<file path="config.mk">
export PLATFORM = sky130hd
export DESIGN_NAME = qs_top
export DESIGN_NICKNAME = d
export VERILOG_FILES = /design/src/hdl/qs_bank_pkg.sv /design/src/hdl/qs_pkg.sv /design/src/hdl/qs_bank_if.sv /design/src/hdl/qs_top.sv /design/src/hdl/qs_sort_deq.sv /design/src/hdl/qs_banks.sv /design/src/hdl/qs_enq.sv
export SDC_FILE = /design/constraint.sdc
export NUM_CORES = 1
export LEC_CHECK = 0
export ABC_AREA = 0
export ABC_CLOCK_PERIOD_IN_PS = 5600
export BUFFER_PORTS_ARGS = -buffer_cell sky130_fd_sc_hd__buf_2
export CAP_MARGIN = 20
export CORE_MARGIN = 2
export CORE_UTILIZATION = 35
export CTS_CLUSTER_DIAMETER = 50
export CTS_CLUSTER_SIZE = 14
export DETAILED_ROUTE_END_ITERATION = 6
export GPL_TIMING_DRIVEN = 1
export PLACE_DENSITY = 0.59
export SLEW_MARGIN = 20
export SYNTH_ARGS = -nofsm -noshare
export SYNTH_HDL_FRONTEND = slang
export SYNTH_SLANG_ARGS = --single-unit
</file>
<file path="constraint.sdc">
create_clock -name clk -period 5.6 [get_ports clk]
set_input_delay 0.28 -clock clk [delete_from_list [all_inputs] [get_ports clk]]
set_output_delay 0.28 -clock clk [all_outputs]
set_load 0.005 [all_outputs]
</file>
<file path="src/hdl/qs_bank_pkg.sv">
// Bank bookkeeping types for exactly two banks; bank counts are sized per module
package qs_bank_pkg;

  // Bank index for two banks
  typedef logic bank_id_t;

  // Life cycle of one bank
  typedef enum logic [2:0] {
    BANK_IDLE     = 3'd0,
    BANK_LOADING  = 3'd1,
    BANK_READY    = 3'd2,
    BANK_SORTING  = 3'd3,
    BANK_DRAINING = 3'd4
  } bank_status_t;

  // Requested state change for one bank
  typedef struct packed {
    logic         vld;
    bank_status_t status;
  } bank_state_t;

  // Ping-pong step to the other bank
  function automatic bank_id_t bank_id_inc(bank_id_t id);
    return bank_id_t'(id + 1'b1);
  endfunction

endpackage

</file>
<file path="src/hdl/qs_pkg.sv">
// Datapath word type; words are treated as unsigned by the sorter
package qs_pkg;

  // Data word width in bits
  parameter int W = 16;

  // One data word
  typedef logic [W-1:0] w_t;

endpackage
</file>
<file path="src/hdl/qs_bank_if.sv">
// One stage's port onto the bank block; BANK_N must be at least 2
`timescale 1ns/1ps

interface qs_bank_if #(
  parameter int BANK_N = 8
);

  localparam int AW = $clog2(BANK_N);

  // Bank chosen by the stage
  qs_bank_pkg::bank_id_t     bank_idx;
  // Synchronous write port
  logic                      wr_en;
  logic [AW-1:0]             wr_addr;
  qs_pkg::w_t                wr_data;
  // Two asynchronous read ports
  logic [AW-1:0]             rd_addr_a;
  logic [AW-1:0]             rd_addr_b;
  qs_pkg::w_t                rd_data_a;
  qs_pkg::w_t                rd_data_b;
  // Scoreboard update for bank_idx only
  logic                      upd_vld;
  qs_bank_pkg::bank_status_t upd_status;
  logic [AW-1:0]             upd_n;
  // Scoreboard entry of bank_idx
  qs_bank_pkg::bank_status_t cur_status;
  logic [AW-1:0]             cur_n;

  modport stage (
    output bank_idx, wr_en, wr_addr, wr_data, rd_addr_a, rd_addr_b,
    output upd_vld, upd_status, upd_n,
    input  cur_status, cur_n, rd_data_a, rd_data_b
  );

  modport buffer (
    input  bank_idx, wr_en, wr_addr, wr_data, rd_addr_a, rd_addr_b,
    input  upd_vld, upd_status, upd_n,
    output cur_status, cur_n, rd_data_a, rd_data_b
  );

endinterface

</file>
<file path="src/hdl/qs_top.sv">
// Packet sorter top; no fixed latency and packets leave in arrival order
`timescale 1ns/1ps

module qs_top #(
  parameter int BANK_N = 8
) (
  input  logic        clk,
  input  logic        rst_n,
  input  logic        in_vld,
  input  logic        in_sop,
  input  logic        in_eop,
  input  qs_pkg::w_t  in_dat,
  output logic        in_rdy,
  output logic        out_vld,
  output logic        out_sop,
  output logic        out_eop,
  output qs_pkg::w_t  out_dat,
  input  logic        out_rdy
);

  // One bank port per stage
  qs_bank_if #(.BANK_N(BANK_N)) enq_bif ();
  qs_bank_if #(.BANK_N(BANK_N)) srt_bif ();

  // Producer
  qs_enq #(.BANK_N(BANK_N)) u_qs_enq (
    .in_vld (in_vld),
    .in_sop (in_sop),
    .in_eop (in_eop),
    .in_dat (in_dat),
    .in_rdy (in_rdy),
    .bif    (enq_bif.stage),
    .clk    (clk),
    .rst_n  (rst_n)
  );

  // Ping-pong buffer
  qs_banks #(.BANK_N(BANK_N)) u_qs_banks (
    .enq   (enq_bif.buffer),
    .srt   (srt_bif.buffer),
    .clk   (clk),
    .rst_n (rst_n)
  );

  // Consumer
  qs_sort_deq #(.BANK_N(BANK_N)) u_qs_sort_deq (
    .bif     (srt_bif.stage),
    .out_vld (out_vld),
    .out_sop (out_sop),
    .out_eop (out_eop),
    .out_dat (out_dat),
    .out_rdy (out_rdy),
    .clk     (clk),
    .rst_n   (rst_n)
  );

endmodule

</file>
<file path="src/hdl/qs_sort_deq.sv">
// Bubble sort then drain in unsigned ascending order; latency grows with length squared
`timescale 1ns/1ps

module qs_sort_deq #(
  parameter int BANK_N = 8
) (
  qs_bank_if.stage    bif,
  output logic        out_vld,
  output logic        out_sop,
  output logic        out_eop,
  output qs_pkg::w_t  out_dat,
  input  logic        out_rdy,
  input  logic        clk,
  input  logic        rst_n
);

  localparam int AW = $clog2(BANK_N);

  typedef enum logic [2:0] {
    S_IDLE,
    S_CMP,
    S_SWP_A,
    S_SWP_B,
    S_DRAIN,
    S_LAST
  } state_t;

  state_t                state_r;
  qs_bank_pkg::bank_id_t bank_idx_r;
  // Pair index while sorting
  logic [AW-1:0]         i_r;
  // Read index while draining
  logic [AW-1:0]         d_r;
  logic                  swapped_r;
  qs_pkg::w_t            hold_r;
  logic [AW-1:0]         i_nxt;
  logic                  pass_end;
  logic                  need_swap;
  logic                  slot_free;

  assign i_nxt     = i_r + 1'b1;
  assign pass_end  = (i_r == bif.cur_n);
  assign need_swap = (bif.rd_data_a > bif.rd_data_b);
  // Output register empty or being taken
  assign slot_free = !out_vld || out_rdy;

  always_ff @(posedge clk) begin
    if (!rst_n) begin
      state_r    <= S_IDLE;
      bank_idx_r <= '0;
      i_r        <= '0;
      d_r        <= '0;
      swapped_r  <= 1'b0;
      out_vld    <= 1'b0;
      out_sop    <= 1'b0;
      out_eop    <= 1'b0;
    end else begin
      case (state_r)
        S_IDLE: begin
          if (bif.cur_status == qs_bank_pkg::BANK_READY) begin
            i_r       <= '0;
            swapped_r <= 1'b0;
            state_r   <= S_CMP;
          end
        end
        S_CMP: begin
          if (pass_end) begin
            // Every pass restarts at entry 0
            i_r       <= '0;
            swapped_r <= 1'b0;
            d_r       <= '0;
            if (!swapped_r) begin
              state_r <= S_DRAIN;
            end
          end else if (need_swap) begin
            state_r <= S_SWP_A;
          end else begin
            i_r <= i_nxt;
          end
        end
        S_SWP_A: state_r <= S_SWP_B;
        S_SWP_B: begin
          swapped_r <= 1'b1;
          i_r       <= i_nxt;
          state_r   <= S_CMP;
        end
        S_DRAIN: begin
          if (slot_free) begin
            out_vld <= 1'b1;
            out_sop <= (d_r == '0);
            out_eop <= (d_r == bif.cur_n);
            d_r     <= d_r + 1'b1;
            if (d_r == bif.cur_n) begin
              state_r <= S_LAST;
            end
          end
        end
        S_LAST: begin
          // eop beat frees the bank
          if (out_rdy) begin
            out_vld    <= 1'b0;
            bank_idx_r <= qs_bank_pkg::bank_id_inc(bank_idx_r);
            state_r    <= S_IDLE;
          end
        end
        default: state_r <= S_IDLE;
      endcase
    end
  end

  // Data registers
  always_ff @(posedge clk) begin
    if (state_r == S_CMP && !pass_end && need_swap) begin
      hold_r <= bif.rd_data_a;
    end
    if (state_r == S_DRAIN && slot_free) begin
      out_dat <= bif.rd_data_a;
    end
  end

  // Scoreboard updates
  always_comb begin
    bif.upd_vld    = 1'b0;
    bif.upd_status = qs_bank_pkg::BANK_SORTING;
    case (state_r)
      S_IDLE: begin
        bif.upd_vld = (bif.cur_status == qs_bank_pkg::BANK_READY);
      end
      S_CMP: begin
        // Clean pass ends the sort
        if (pass_end && !swapped_r) begin
          bif.upd_vld    = 1'b1;
          bif.upd_status = qs_bank_pkg::BANK_DRAINING;
        end
      end
      S_LAST: begin
        if (out_rdy) begin
          bif.upd_vld    = 1'b1;
          bif.upd_status = qs_bank_pkg::BANK_IDLE;
        end
      end
      default: ;
    endcase
  end

  assign bif.bank_idx  = bank_idx_r;
  assign bif.upd_n     = bif.cur_n;
  assign bif.rd_addr_a = (state_r == S_DRAIN) ? d_r : i_r;
  assign bif.rd_addr_b = i_nxt;
  // Swap in two writes with the lower entry first
  assign bif.wr_en     = (state_r == S_SWP_A) || (state_r == S_SWP_B);
  assign bif.wr_addr   = (state_r == S_SWP_A) ? i_r : i_nxt;
  // Upper entry still unchanged during the first write
  assign bif.wr_data   = (state_r == S_SWP_A) ? bif.rd_data_b : hold_r;

endmodule

</file>
<file path="src/hdl/qs_banks.sv">
// Two-bank buffer and scoreboard; stages must never write the same bank in one cycle
`timescale 1ns/1ps

module qs_banks #(
  parameter int BANK_N = 8
) (
  qs_bank_if.buffer enq,
  qs_bank_if.buffer srt,
  input  logic      clk,
  input  logic      rst_n
);

  localparam int AW = $clog2(BANK_N);

  qs_pkg::w_t                mem_r    [2][BANK_N];
  qs_bank_pkg::bank_status_t status_r [2];
  logic [AW-1:0]             n_r      [2];
  qs_bank_pkg::bank_state_t  enq_req;
  qs_bank_pkg::bank_state_t  srt_req;

  always_comb begin
    enq_req.vld    = enq.upd_vld;
    enq_req.status = enq.upd_status;
    srt_req.vld    = srt.upd_vld;
    srt_req.status = srt.upd_status;
  end

  // Word memories written by whichever stage selects the bank
  always_ff @(posedge clk) begin
    for (int b = 0; b < 2; b++) begin
      if (srt.wr_en && srt.bank_idx == qs_bank_pkg::bank_id_t'(b)) begin
        mem_r[b][srt.wr_addr] <= srt.wr_data;
      end else if (enq.wr_en && enq.bank_idx == qs_bank_pkg::bank_id_t'(b)) begin
        mem_r[b][enq.wr_addr] <= enq.wr_data;
      end
    end
  end

  // Scoreboard of status and last index per bank
  always_ff @(posedge clk) begin
    if (!rst_n) begin
      for (int b = 0; b < 2; b++) begin
        status_r[b] <= qs_bank_pkg::BANK_IDLE;
        n_r[b]      <= '0;
      end
    end else begin
      for (int b = 0; b < 2; b++) begin
        if (srt_req.vld && srt.bank_idx == qs_bank_pkg::bank_id_t'(b)) begin
          status_r[b] <= srt_req.status;
          n_r[b]      <= srt.upd_n;
        end else if (enq_req.vld && enq.bank_idx == qs_bank_pkg::bank_id_t'(b)) begin
          status_r[b] <= enq_req.status;
          n_r[b]      <= enq.upd_n;
        end
      end
    end
  end

  // Entry and reads of the selected bank
  assign enq.cur_status = status_r[enq.bank_idx];
  assign enq.cur_n      = n_r[enq.bank_idx];
  assign enq.rd_data_a  = mem_r[enq.bank_idx][enq.rd_addr_a];
  assign enq.rd_data_b  = mem_r[enq.bank_idx][enq.rd_addr_b];
  assign srt.cur_status = status_r[srt.bank_idx];
  assign srt.cur_n      = n_r[srt.bank_idx];
  assign srt.rd_data_a  = mem_r[srt.bank_idx][srt.rd_addr_a];
  assign srt.rd_data_b  = mem_r[srt.bank_idx][srt.rd_addr_b];

endmodule

</file>
<file path="src/hdl/qs_enq.sv">
// Enqueue stage; packets over BANK_N words overwrite the last entry and sop restarts at 0
`timescale 1ns/1ps

module qs_enq #(
  parameter int BANK_N = 8
) (
  input  logic        in_vld,
  input  logic        in_sop,
  input  logic        in_eop,
  input  qs_pkg::w_t  in_dat,
  output logic        in_rdy,
  qs_bank_if.stage    bif,
  input  logic        clk,
  input  logic        rst_n
);

  localparam int AW = $clog2(BANK_N);

  // Bit 2 of the encoding is the ready flag
  typedef enum logic [2:0] {
    E_IDLE       = 3'b000,
    E_LOAD       = 3'b101,
    E_UPDATE_IDX = 3'b001
  } state_t;

  state_t                state_r;
  qs_bank_pkg::bank_id_t bank_idx_r;
  logic [AW-1:0]         wr_ptr_r;
  logic                  wr_en_r;
  logic [AW-1:0]         wr_addr_r;
  qs_pkg::w_t            wr_data_r;
  logic                  accept;
  logic [AW-1:0]         wr_addr;

  assign in_rdy = state_r[2];
  assign accept = in_vld && in_rdy;
  // First word of a packet always lands at entry 0
  assign wr_addr = in_sop ? '0 : wr_ptr_r;

  always_ff @(posedge clk) begin
    if (!rst_n) begin
      state_r    <= E_IDLE;
      bank_idx_r <= '0;
      wr_en_r    <= 1'b0;
    end else begin
      wr_en_r <= accept;
      case (state_r)
        E_IDLE: begin
          // Claim the selected bank once it is free
          if (bif.cur_status == qs_bank_pkg::BANK_IDLE) begin
            state_r <= E_LOAD;
          end
        end
        E_LOAD: begin
          if (accept && in_eop) begin
            state_r <= E_UPDATE_IDX;
          end
        end
        E_UPDATE_IDX: begin
          // Last write leaves the output flop this cycle
          bank_idx_r <= qs_bank_pkg::bank_id_inc(bank_idx_r);
          state_r    <= E_IDLE;
        end
        default: state_r <= E_IDLE;
      endcase
    end
  end

  // Write pointer and registered write command
  always_ff @(posedge clk) begin
    if (state_r == E_IDLE) begin
      wr_ptr_r <= '0;
    end else if (accept) begin
      // Saturate on the last entry
      if (wr_addr != AW'(BANK_N - 1)) begin
        wr_ptr_r <= wr_addr + 1'b1;
      end else begin
        wr_ptr_r <= wr_addr;
      end
    end
    if (accept) begin
      wr_addr_r <= wr_addr;
      wr_data_r <= in_dat;
    end
  end

  // Scoreboard updates
  always_comb begin
    bif.upd_vld    = 1'b0;
    bif.upd_status = qs_bank_pkg::BANK_LOADING;
    bif.upd_n      = wr_addr;
    case (state_r)
      E_IDLE: begin
        if (bif.cur_status == qs_bank_pkg::BANK_IDLE) begin
          bif.upd_vld = 1'b1;
          bif.upd_n   = '0;
        end
      end
      E_LOAD: begin
        // Count is the index of the eop word
        if (accept && in_eop) begin
          bif.upd_vld    = 1'b1;
          bif.upd_status = qs_bank_pkg::BANK_READY;
        end
      end
      default: ;
    endcase
  end

  assign bif.bank_idx  = bank_idx_r;
  assign bif.wr_en     = wr_en_r;
  assign bif.wr_addr   = wr_addr_r;
  assign bif.wr_data   = wr_data_r;
  // Producer never reads back
  assign bif.rd_addr_a = '0;
  assign bif.rd_addr_b = '0;

endmodule

</file>
# Yosys cells after proc, flatten, opt, wreduce, memory -nomap -nowiden
# Memory sizes are Yosys's and may differ from the RTL's. A register that Yosys moved wholly into a read port is not among the register bits.
# Cells that the tools add are included.
[op_classes] add_sub_neg=5 magnitude_cmp=7 eq_ne=21 mux=349 bitwise_logic=270 n_reduce_logical=36
[op_table] op="two-way mux 128 bit" n=4
[op_table] op="two-way mux 1 bit" n=293
[op_table] op="OR 1 bit" n=264
[op_table] op="two-way mux 16 bit" n=7
[op_table] op="binary-select mux 16 bit (select 3 bit)" n=2
[op_table] op="demux 16 bit (select 3 bit)" n=2
[op_table] op="two-way mux 3 bit" n=30
[op_table] op="one-hot mux 3 bit (2 select lines)" n=3
[op_table] op="one-hot mux 3 bit (6 select lines)" n=1
[op_table] op="greater-or-equal comparator 4 bit, second input constant" n=4
[op_table] op="greater-than comparator 16 bit" n=1
[op_table] op="logical AND 1 bit" n=16
[op_table] op="NOT 3 -> 4 bit" n=4
[op_table] op="logical NOT 3 bit" n=4
[op_table] op="AND reduction 3 bit" n=4
[op_table] op="!= test 2 x 1 -> 1 bit, second input constant" n=5
[op_table] op="adder 3 x 1 -> 3 bit, second input constant" n=3
[op_table] op="equality test 3 x 2 -> 1 bit, second input constant" n=3
[op_table] op="equality test 3 bit, second input constant" n=3
[op_table] op="one-hot mux 3 bit (3 select lines)" n=1
[op_table] op="< comparator 4 x 1 -> 1 bit, second input constant" n=2
[op_table] op="equality test 3 x 1 -> 1 bit, second input constant" n=2
[op_table] op="equality test 3 bit" n=2
[op_table] op="!= test 3 bit, second input constant" n=2
[op_table] op="other kinds (14)" n=26
[totals] regBits=73 ram_bits=268 input_bits=22 out_inout_bits=20 elab_cells=707 mem_count=3
[mem_list] memory="u_qs_banks.mem_r" words=2 word_bits=128 read_ports=1 rd_ports_with_merged_regs=1 write_ports=2 line="qs_banks.sv:15" text="qs_pkg::w_t mem_r [2][BANK_N];"
[mem_list] memory="u_qs_banks.n_r" words=2 word_bits=3 read_ports=1 rd_ports_with_merged_regs=1 write_ports=2 line="qs_banks.sv:17" text="logic [AW-1:0] n_r [2];"
[mem_list] memory="u_qs_banks.status_r" words=2 word_bits=3 read_ports=2 rd_ports_with_merged_regs=2 write_ports=2 line="qs_banks.sv:16" text="qs_bank_pkg::bank_status_t status_r [2];"

# Longest topological paths before layout
[depth] ltp_word=10 ltp_mapped=15 depth_no_buf=13

# Modules after synthesis
# A second synthesis with hierarchy kept.
[unflattened] hier_cells=1645 hier_area_um2=23178.5
[modules_own_cells] module="qs_banks" n_inst=1 cells_each=1347 area_each_um2=19552.5 seq_area_each_um2=8047.7
[modules_own_cells] module="qs_sort_deq" n_inst=1 cells_each=222 area_each_um2=2527.4 seq_area_each_um2=1241.2
[modules_own_cells] module="qs_enq" n_inst=1 cells_each=76 area_each_um2=1098.6 seq_area_each_um2=710.7

# Worst setup path before layout
# No wires, ideal clock.
[synth_timing] path_kind="flip-flop to flip-flop" startpoint="register (tool-made name)" endpoint="register u_qs_sort_deq.hold_r[0], enable pin" arrival_ns=3.666 required_ns=5.226 slack_ns=1.560 stages_incl_launch_ff=14 n_path_buf=4 period_less_slack_ns=4.040 cell_sequence="dfxtp_1 -> buf_6 -> buf_2 -> buf_2 -> clkbuf_4 -> mux4_2 -> mux2_2 -> nand2_1 -> o21ai_0 -> ha_1 -> nand3_1 -> nor4_1 -> a211o_1 -> and2_1"
[synth_rtl] item="to (signal assigned)" line="qs_sort_deq.sv:114" text="hold_r <= bif.rd_data_a;"
[synth_rtl] item="to (decl)" line="qs_sort_deq.sv:35" text="qs_pkg::w_t hold_r;"

# Worst setup path in the final report
[layout_timing] startpoint="register u_qs_sort_deq.state_r[2]" endpoint="register u_qs_sort_deq.hold_r[9], enable pin"
[layout_via] elab_chain_len=8
[layout_rtl] item="from (decl)" line="qs_sort_deq.sv:28" text="state_t state_r;"
[layout_rtl] item="from (signal assigned)" line="qs_sort_deq.sv:49" text="state_r <= S_IDLE;"
[layout_rtl] item="from (signal assigned)" line="qs_sort_deq.sv:63" text="state_r <= S_CMP;"
[layout_rtl] item="from (signal assigned)" line="qs_sort_deq.sv:73" text="state_r <= S_DRAIN;"
[layout_rtl] item="equality test 3 bit" line="qs_sort_deq.sv:148" text="assign bif.rd_addr_a = (state_r == S_DRAIN) ? d_r : i_r;"
[layout_rtl] item="two-way mux 3 bit" line="qs_sort_deq.sv:148"
[layout_rtl] item="NOT 3 -> 4 bit (implied by the code)" line="qs_banks.sv:66" text="assign srt.rd_data_a = mem_r[srt.bank_idx][srt.rd_addr_a];"
[layout_rtl] item="binary-select mux 16 bit (select 3 bit)" line="qs_banks.sv:66"
[layout_rtl] item="two-way mux 16 bit (implied by the code) (2 in a row)" line="qs_banks.sv:66"
[layout_rtl] item="named net srt_bif.rd_data_a[12]" line="qs_bank_if.sv:19" text="qs_pkg::w_t rd_data_a;"
[layout_rtl] item="greater-than comparator 16 bit" line="qs_sort_deq.sv:43" text="assign need_swap = (bif.rd_data_a > bif.rd_data_b);"
[layout_rtl] item="logical AND 1 bit" line="qs_sort_deq.sv:113" text="if (state_r == S_CMP && !pass_end && need_swap) begin"
# The timed path passes the listed nets, and every way through them passes these cells. The select of a mux whose other input is x is not followed.
# A chain may end at the register's enable or synchronous reset.

==> out/summary.md <==
* **initial antenna violation count** 0
* **routing usage on met1** 26.4%
* **worst hold margin** 0.0926 ns
* **max-slew violation count** 0
* **number of buffers created by CTS** 39
* **main flop type after synthesis** edfxtp_1
* **dominant combinational cell family by area after synthesis** multiplexers
* **Layout Skew** 0.0273 ns
* **CTS tree** done
* **number of buffers inserted to repair setup after CTS** 0
* **Pwr Total** 8.30 mW
* **Vias per Instance** 5.75
* **vias in the first global route** 12.8k
* **parity-gate share of the synthesized area counting xor and xnor cells** 0.584%
* **sequential-to-total area share from yosys stat** 52.0%
* **element type at the critical path start** flop
* **met2 Use GR** 34.4%
* **die extent in x** 239 um
* **Highest Clock Rate** 219 MHz
* **type of the worst setup path** reg2reg
* **share of the clock period used by the worst path** 81.4%
* **data required time of the worst path** 5.92 ns
* **Mean Syn Cell Area** 12.1 sq um
* **total via count after detailed routing** 13.3k
* **GR met3 Demand/Resource** 3.46%
* **Core Region** 54,800 sq um
* **most common cell after layout, fill and taps aside** edfxtp_1
* **full die area** 57,000 sq um
* **worst setup path end** u_qs_sort_deq.hold_r[9]$_DFFE_PP_
* **detailed-placement wirelength estimate** 35,400 um
* **Combinational Power Share** 27.1%
* **detail-routed net length per standard cell** 25.2 um
* **GR peak layer** met2
* **outcome** complete, no violations
* **Max transition margin** 21.3%
* **most numerous cell on the critical path** mux2i_1
* **crit path from** u_qs_sort_deq.state_r[2]$_SDFFE_PN0P_
* **count of input and output buffers** 41
* **Reg2Reg Setup Slack** 1.04 ns
* **Final Net Count** 1,628
* **Global Route Usage Sum** 20.3%
* **final weighted congestion in routability-driven placement** 0.840
* **diodes inserted** 0
* **endpoints failing hold** 0
* **initial DRC count** 1,511
* **part of the total power dissipated in sequential elements** 41.2%
* **number of remaining DRC errors** 0
* **share of synthesized registers carrying an async set or reset** 0%
* **cell at the root of the clock tree** clkbuf_16
* **Synth Net Count** 1,638
* **portion of netlist area occupied by mux cells** 22.5%
* **Tightest Hold Check Type** in2reg
* **clock latency at the later pin of the worst-skew pair** 0.57 ns
* **critical-path cell list** nor3b_2 > buf_4 > mux2i_4 > buf_12 > mux2i_1 > mux2i_1 > mux2i_1 > o21ai_0 > ha_1 > nand3_1 > nor3_1 > a221o_1 > a211o_1 > and2_1 > buf_4
* **P_leak** 7.88 nW
* **adder-cell share of the synthesized area** 1.56%
* **Die Y-Extent** 239 um
* **number of different library cells in the post-synthesis netlist** 63
* **remaining global-route overflow** 0
* **first-pass GRT wire length** 84,500 um
* **largest stage delay on the critical path** 0.61 ns
* **portion of total power attributed to the clock network** 31.7%
* **cell internal power dissipation** 5.65 mW
* **Max stage delay cell, worst path** mux2i_4
* **switching power share of the total** 31.9%
* **final WL** 58,200 um
* **effective utilization at floorplan** 35.2%
* **reg2reg start** u_qs_sort_deq.state_r[2]$_SDFFE_PN0P_
* **first-pass iteration count of the detailed router** 6
* **Crit Reg-Reg Endpoint** u_qs_sort_deq.hold_r[9]$_DFFE_PP_
* **number of max-cap violations** 0
* **power density of the placed cells** 383 nW/um^2
* **Setup TNS** 0 ns
* **leading cell types in the layout, fill and taps excluded** edfxtp_1, nor2_1, a21oi_1
* **area fraction in compound gates after synthesis** 9.88%
* **number of H-tree levels** 2
* **Routed Antenna Nets** 0
* **net switching component of the power** 2.65 mW
* **Max rail drop VDD** 0.000214 V
* **number of enable flip-flop cells after synthesis** 318
* **largest net degree at the start of global routing** 80
* **CTS Sinks** 342
* **count of synthesis-stage warnings from yosys** 0
* **area fraction in and, or, nand and nor cells after synthesis** 9.21%
* **CP endpoint kind** flop
* **I/O pin cnt** 42
* **unrepaired setup endpoints after global routing** no
* **filler-free cell count of the finished design** 2,313
* **count of mapped cells out of synthesis** 1,592
* **worst endpoint data arrival time** 4.87 ns
* **netlist area before placement** 19,300 sq um
* **total of endpoints with negative setup slack in the final report** 0
* **area growth from synthesis to layout** 12.4%
* **Worst Tran Pin Value** 1.18 ns
* **cell count of the worst reg-to-reg path** 15
* **post-synthesis register bit count** 342
* **crit path max fanout** 28
* **layout cells sized above 1** 19.6%
* **number of placement rows** 86
* **placed cell count** 2,228
* **clock slew seen by the registers of the worst setup and hold paths** 0.06 ns
* **final period demand of the worst path** 4.56 ns
* **clk buf depth** 3
metrics by stage:
step / cell area (sq um) / utilization, % / setup WS [ns]
finish: 21700 / 39.5 / 1.04
global route: 21700 / 39.5 / 0.736
CTS: 21700 / 39.5 / 1.02
detailed placement: 20200 / 36.9 / 1.04
global placement: 20200 / 36.8 / 1.09
floorplan: 19300 / - / 1.56
layout make-up:
type	instances	area, sq um
Fill cell	5089	33100
Sequential cell	342	10000
Multi-Input combinational cell	1078	8600
Clock buffer	44	1050
Tap cell	704	881
Timing Repair Buffer	100	761
Clock inverter	24	255
Inverter	21	78.8
kinds of logic after synthesis:
| kind of cell | after synthesis |
|---|---|
| DFF | 342 |
| buffers and inverters | 172 |
| AOI/OAI and AO/OA | 352 |
| muxes | 276 |
| adders and majority gates | 24 |
| xor gates and xnor gates | 12 |
| and+or+nand+nor | 414 |
power groups by stage:
stage                     clock network (mW)  logic [mW]  registers [mW]
after detailed placement                   0        2.23            3.47
final                                   2.63        2.25            3.42
after CTS                               2.67        2.24            3.41
after global routing                    2.76        2.45            3.44
after floorplan                            0        1.78            3.31
after global placement                     0        2.16            3.46
Yosys cell counts (14+ instances only):
cell type  instances  area, sq um
a21oi_1          264         1320
buf_1             20         75.1
buf_2             26          130
buf_6             14          158
clkbuf_1          82          308
dfxtp_1           24          480
edfxtp_1         318         9550
ha_1              24          300
inv_1             20         75.1
mux2_2            21          236
mux2i_1          134         1340
mux4_2            97         2180
nand2_1           60          225
nor2_1           277         1040
o21ai_0           40          200
repair_timing:
| action | 4_1_cts | 5_1_grt |
|---|---|---|
| hold buffers | 17 | 0 |
| resized for setup | 0 | 0 |
| hold endpoints to repair | 17 | 0 |
worst min path at each step:
stage | cells past startpoint | slack [ns] | from | endpoint
floorplan | 0 | 0.38 | in_dat[0] | u_qs_enq.bif.wr_data[0]$_DFFE_PP_
global placement | 2 | 0.44 | u_qs_enq.wr_ptr_r[0]$_SDFFE_PN0P_ | u_qs_enq.wr_ptr_r[0]$_SDFFE_PN0P_
detailed placement | 2 | 0.44 | u_qs_enq.wr_ptr_r[0]$_SDFFE_PN0P_ | u_qs_enq.wr_ptr_r[0]$_SDFFE_PN0P_
CTS | 4 | 0.07 | in_sop | u_qs_enq.wr_ptr_r[2]$_SDFFE_PN0P_
global route | 4 | 0.08 | in_sop | u_qs_enq.wr_ptr_r[2]$_SDFFE_PN0P_
finish | 4 | 0.09 | in_sop | u_qs_enq.wr_ptr_r[2]$_SDFFE_PN0P_
critical path, delay by kind of cell (launching register included):
family                     cells  cell delay, ns
AOI/OAI and AO/OA              3            1.12
adders and majority gates      1            0.35
buffers and inverters          3            0.70
DFF                            1            0.49
muxes                          4            1.00
and+or+nand+nor                4            0.61
layer usage:
| layer | share of wire, % | vias up |
|---|---|---|
| li1 | - | 5968 |
| met1 | 41 | 6634 |
| met2 | 49 | 594 |
| met3 | 7.3 | 112 |
| met4 | 3.3 | 0 |
| met5 | 0 | - |
sequential cells by signal (all words and copies together) (netlist names), named ones only:
name	flops
u_qs_enq.wr_ptr_r	3
u_qs_sort_deq.state_r	3
u_qs_sort_deq.out_eop	1
u_qs_sort_deq.out_sop	1
u_qs_enq.bif.wr_en	1
u_qs_sort_deq.out_vld	1
u_qs_banks.status_r	6
u_qs_banks.n_r	6
u_qs_enq.bif.wr_addr	3
u_qs_sort_deq.d_r	3
u_qs_enq.bif.bank_idx	1
u_qs_enq.bif.wr_data	16
u_qs_enq.state_r	2
u_qs_sort_deq.out_dat	16
u_qs_sort_deq.bif.bank_idx	1
u_qs_banks.mem_r	256
u_qs_sort_deq.swapped_r	1
u_qs_sort_deq.hold_r	16
u_qs_sort_deq.i_r	3
(Power assumes the default switching activity.)
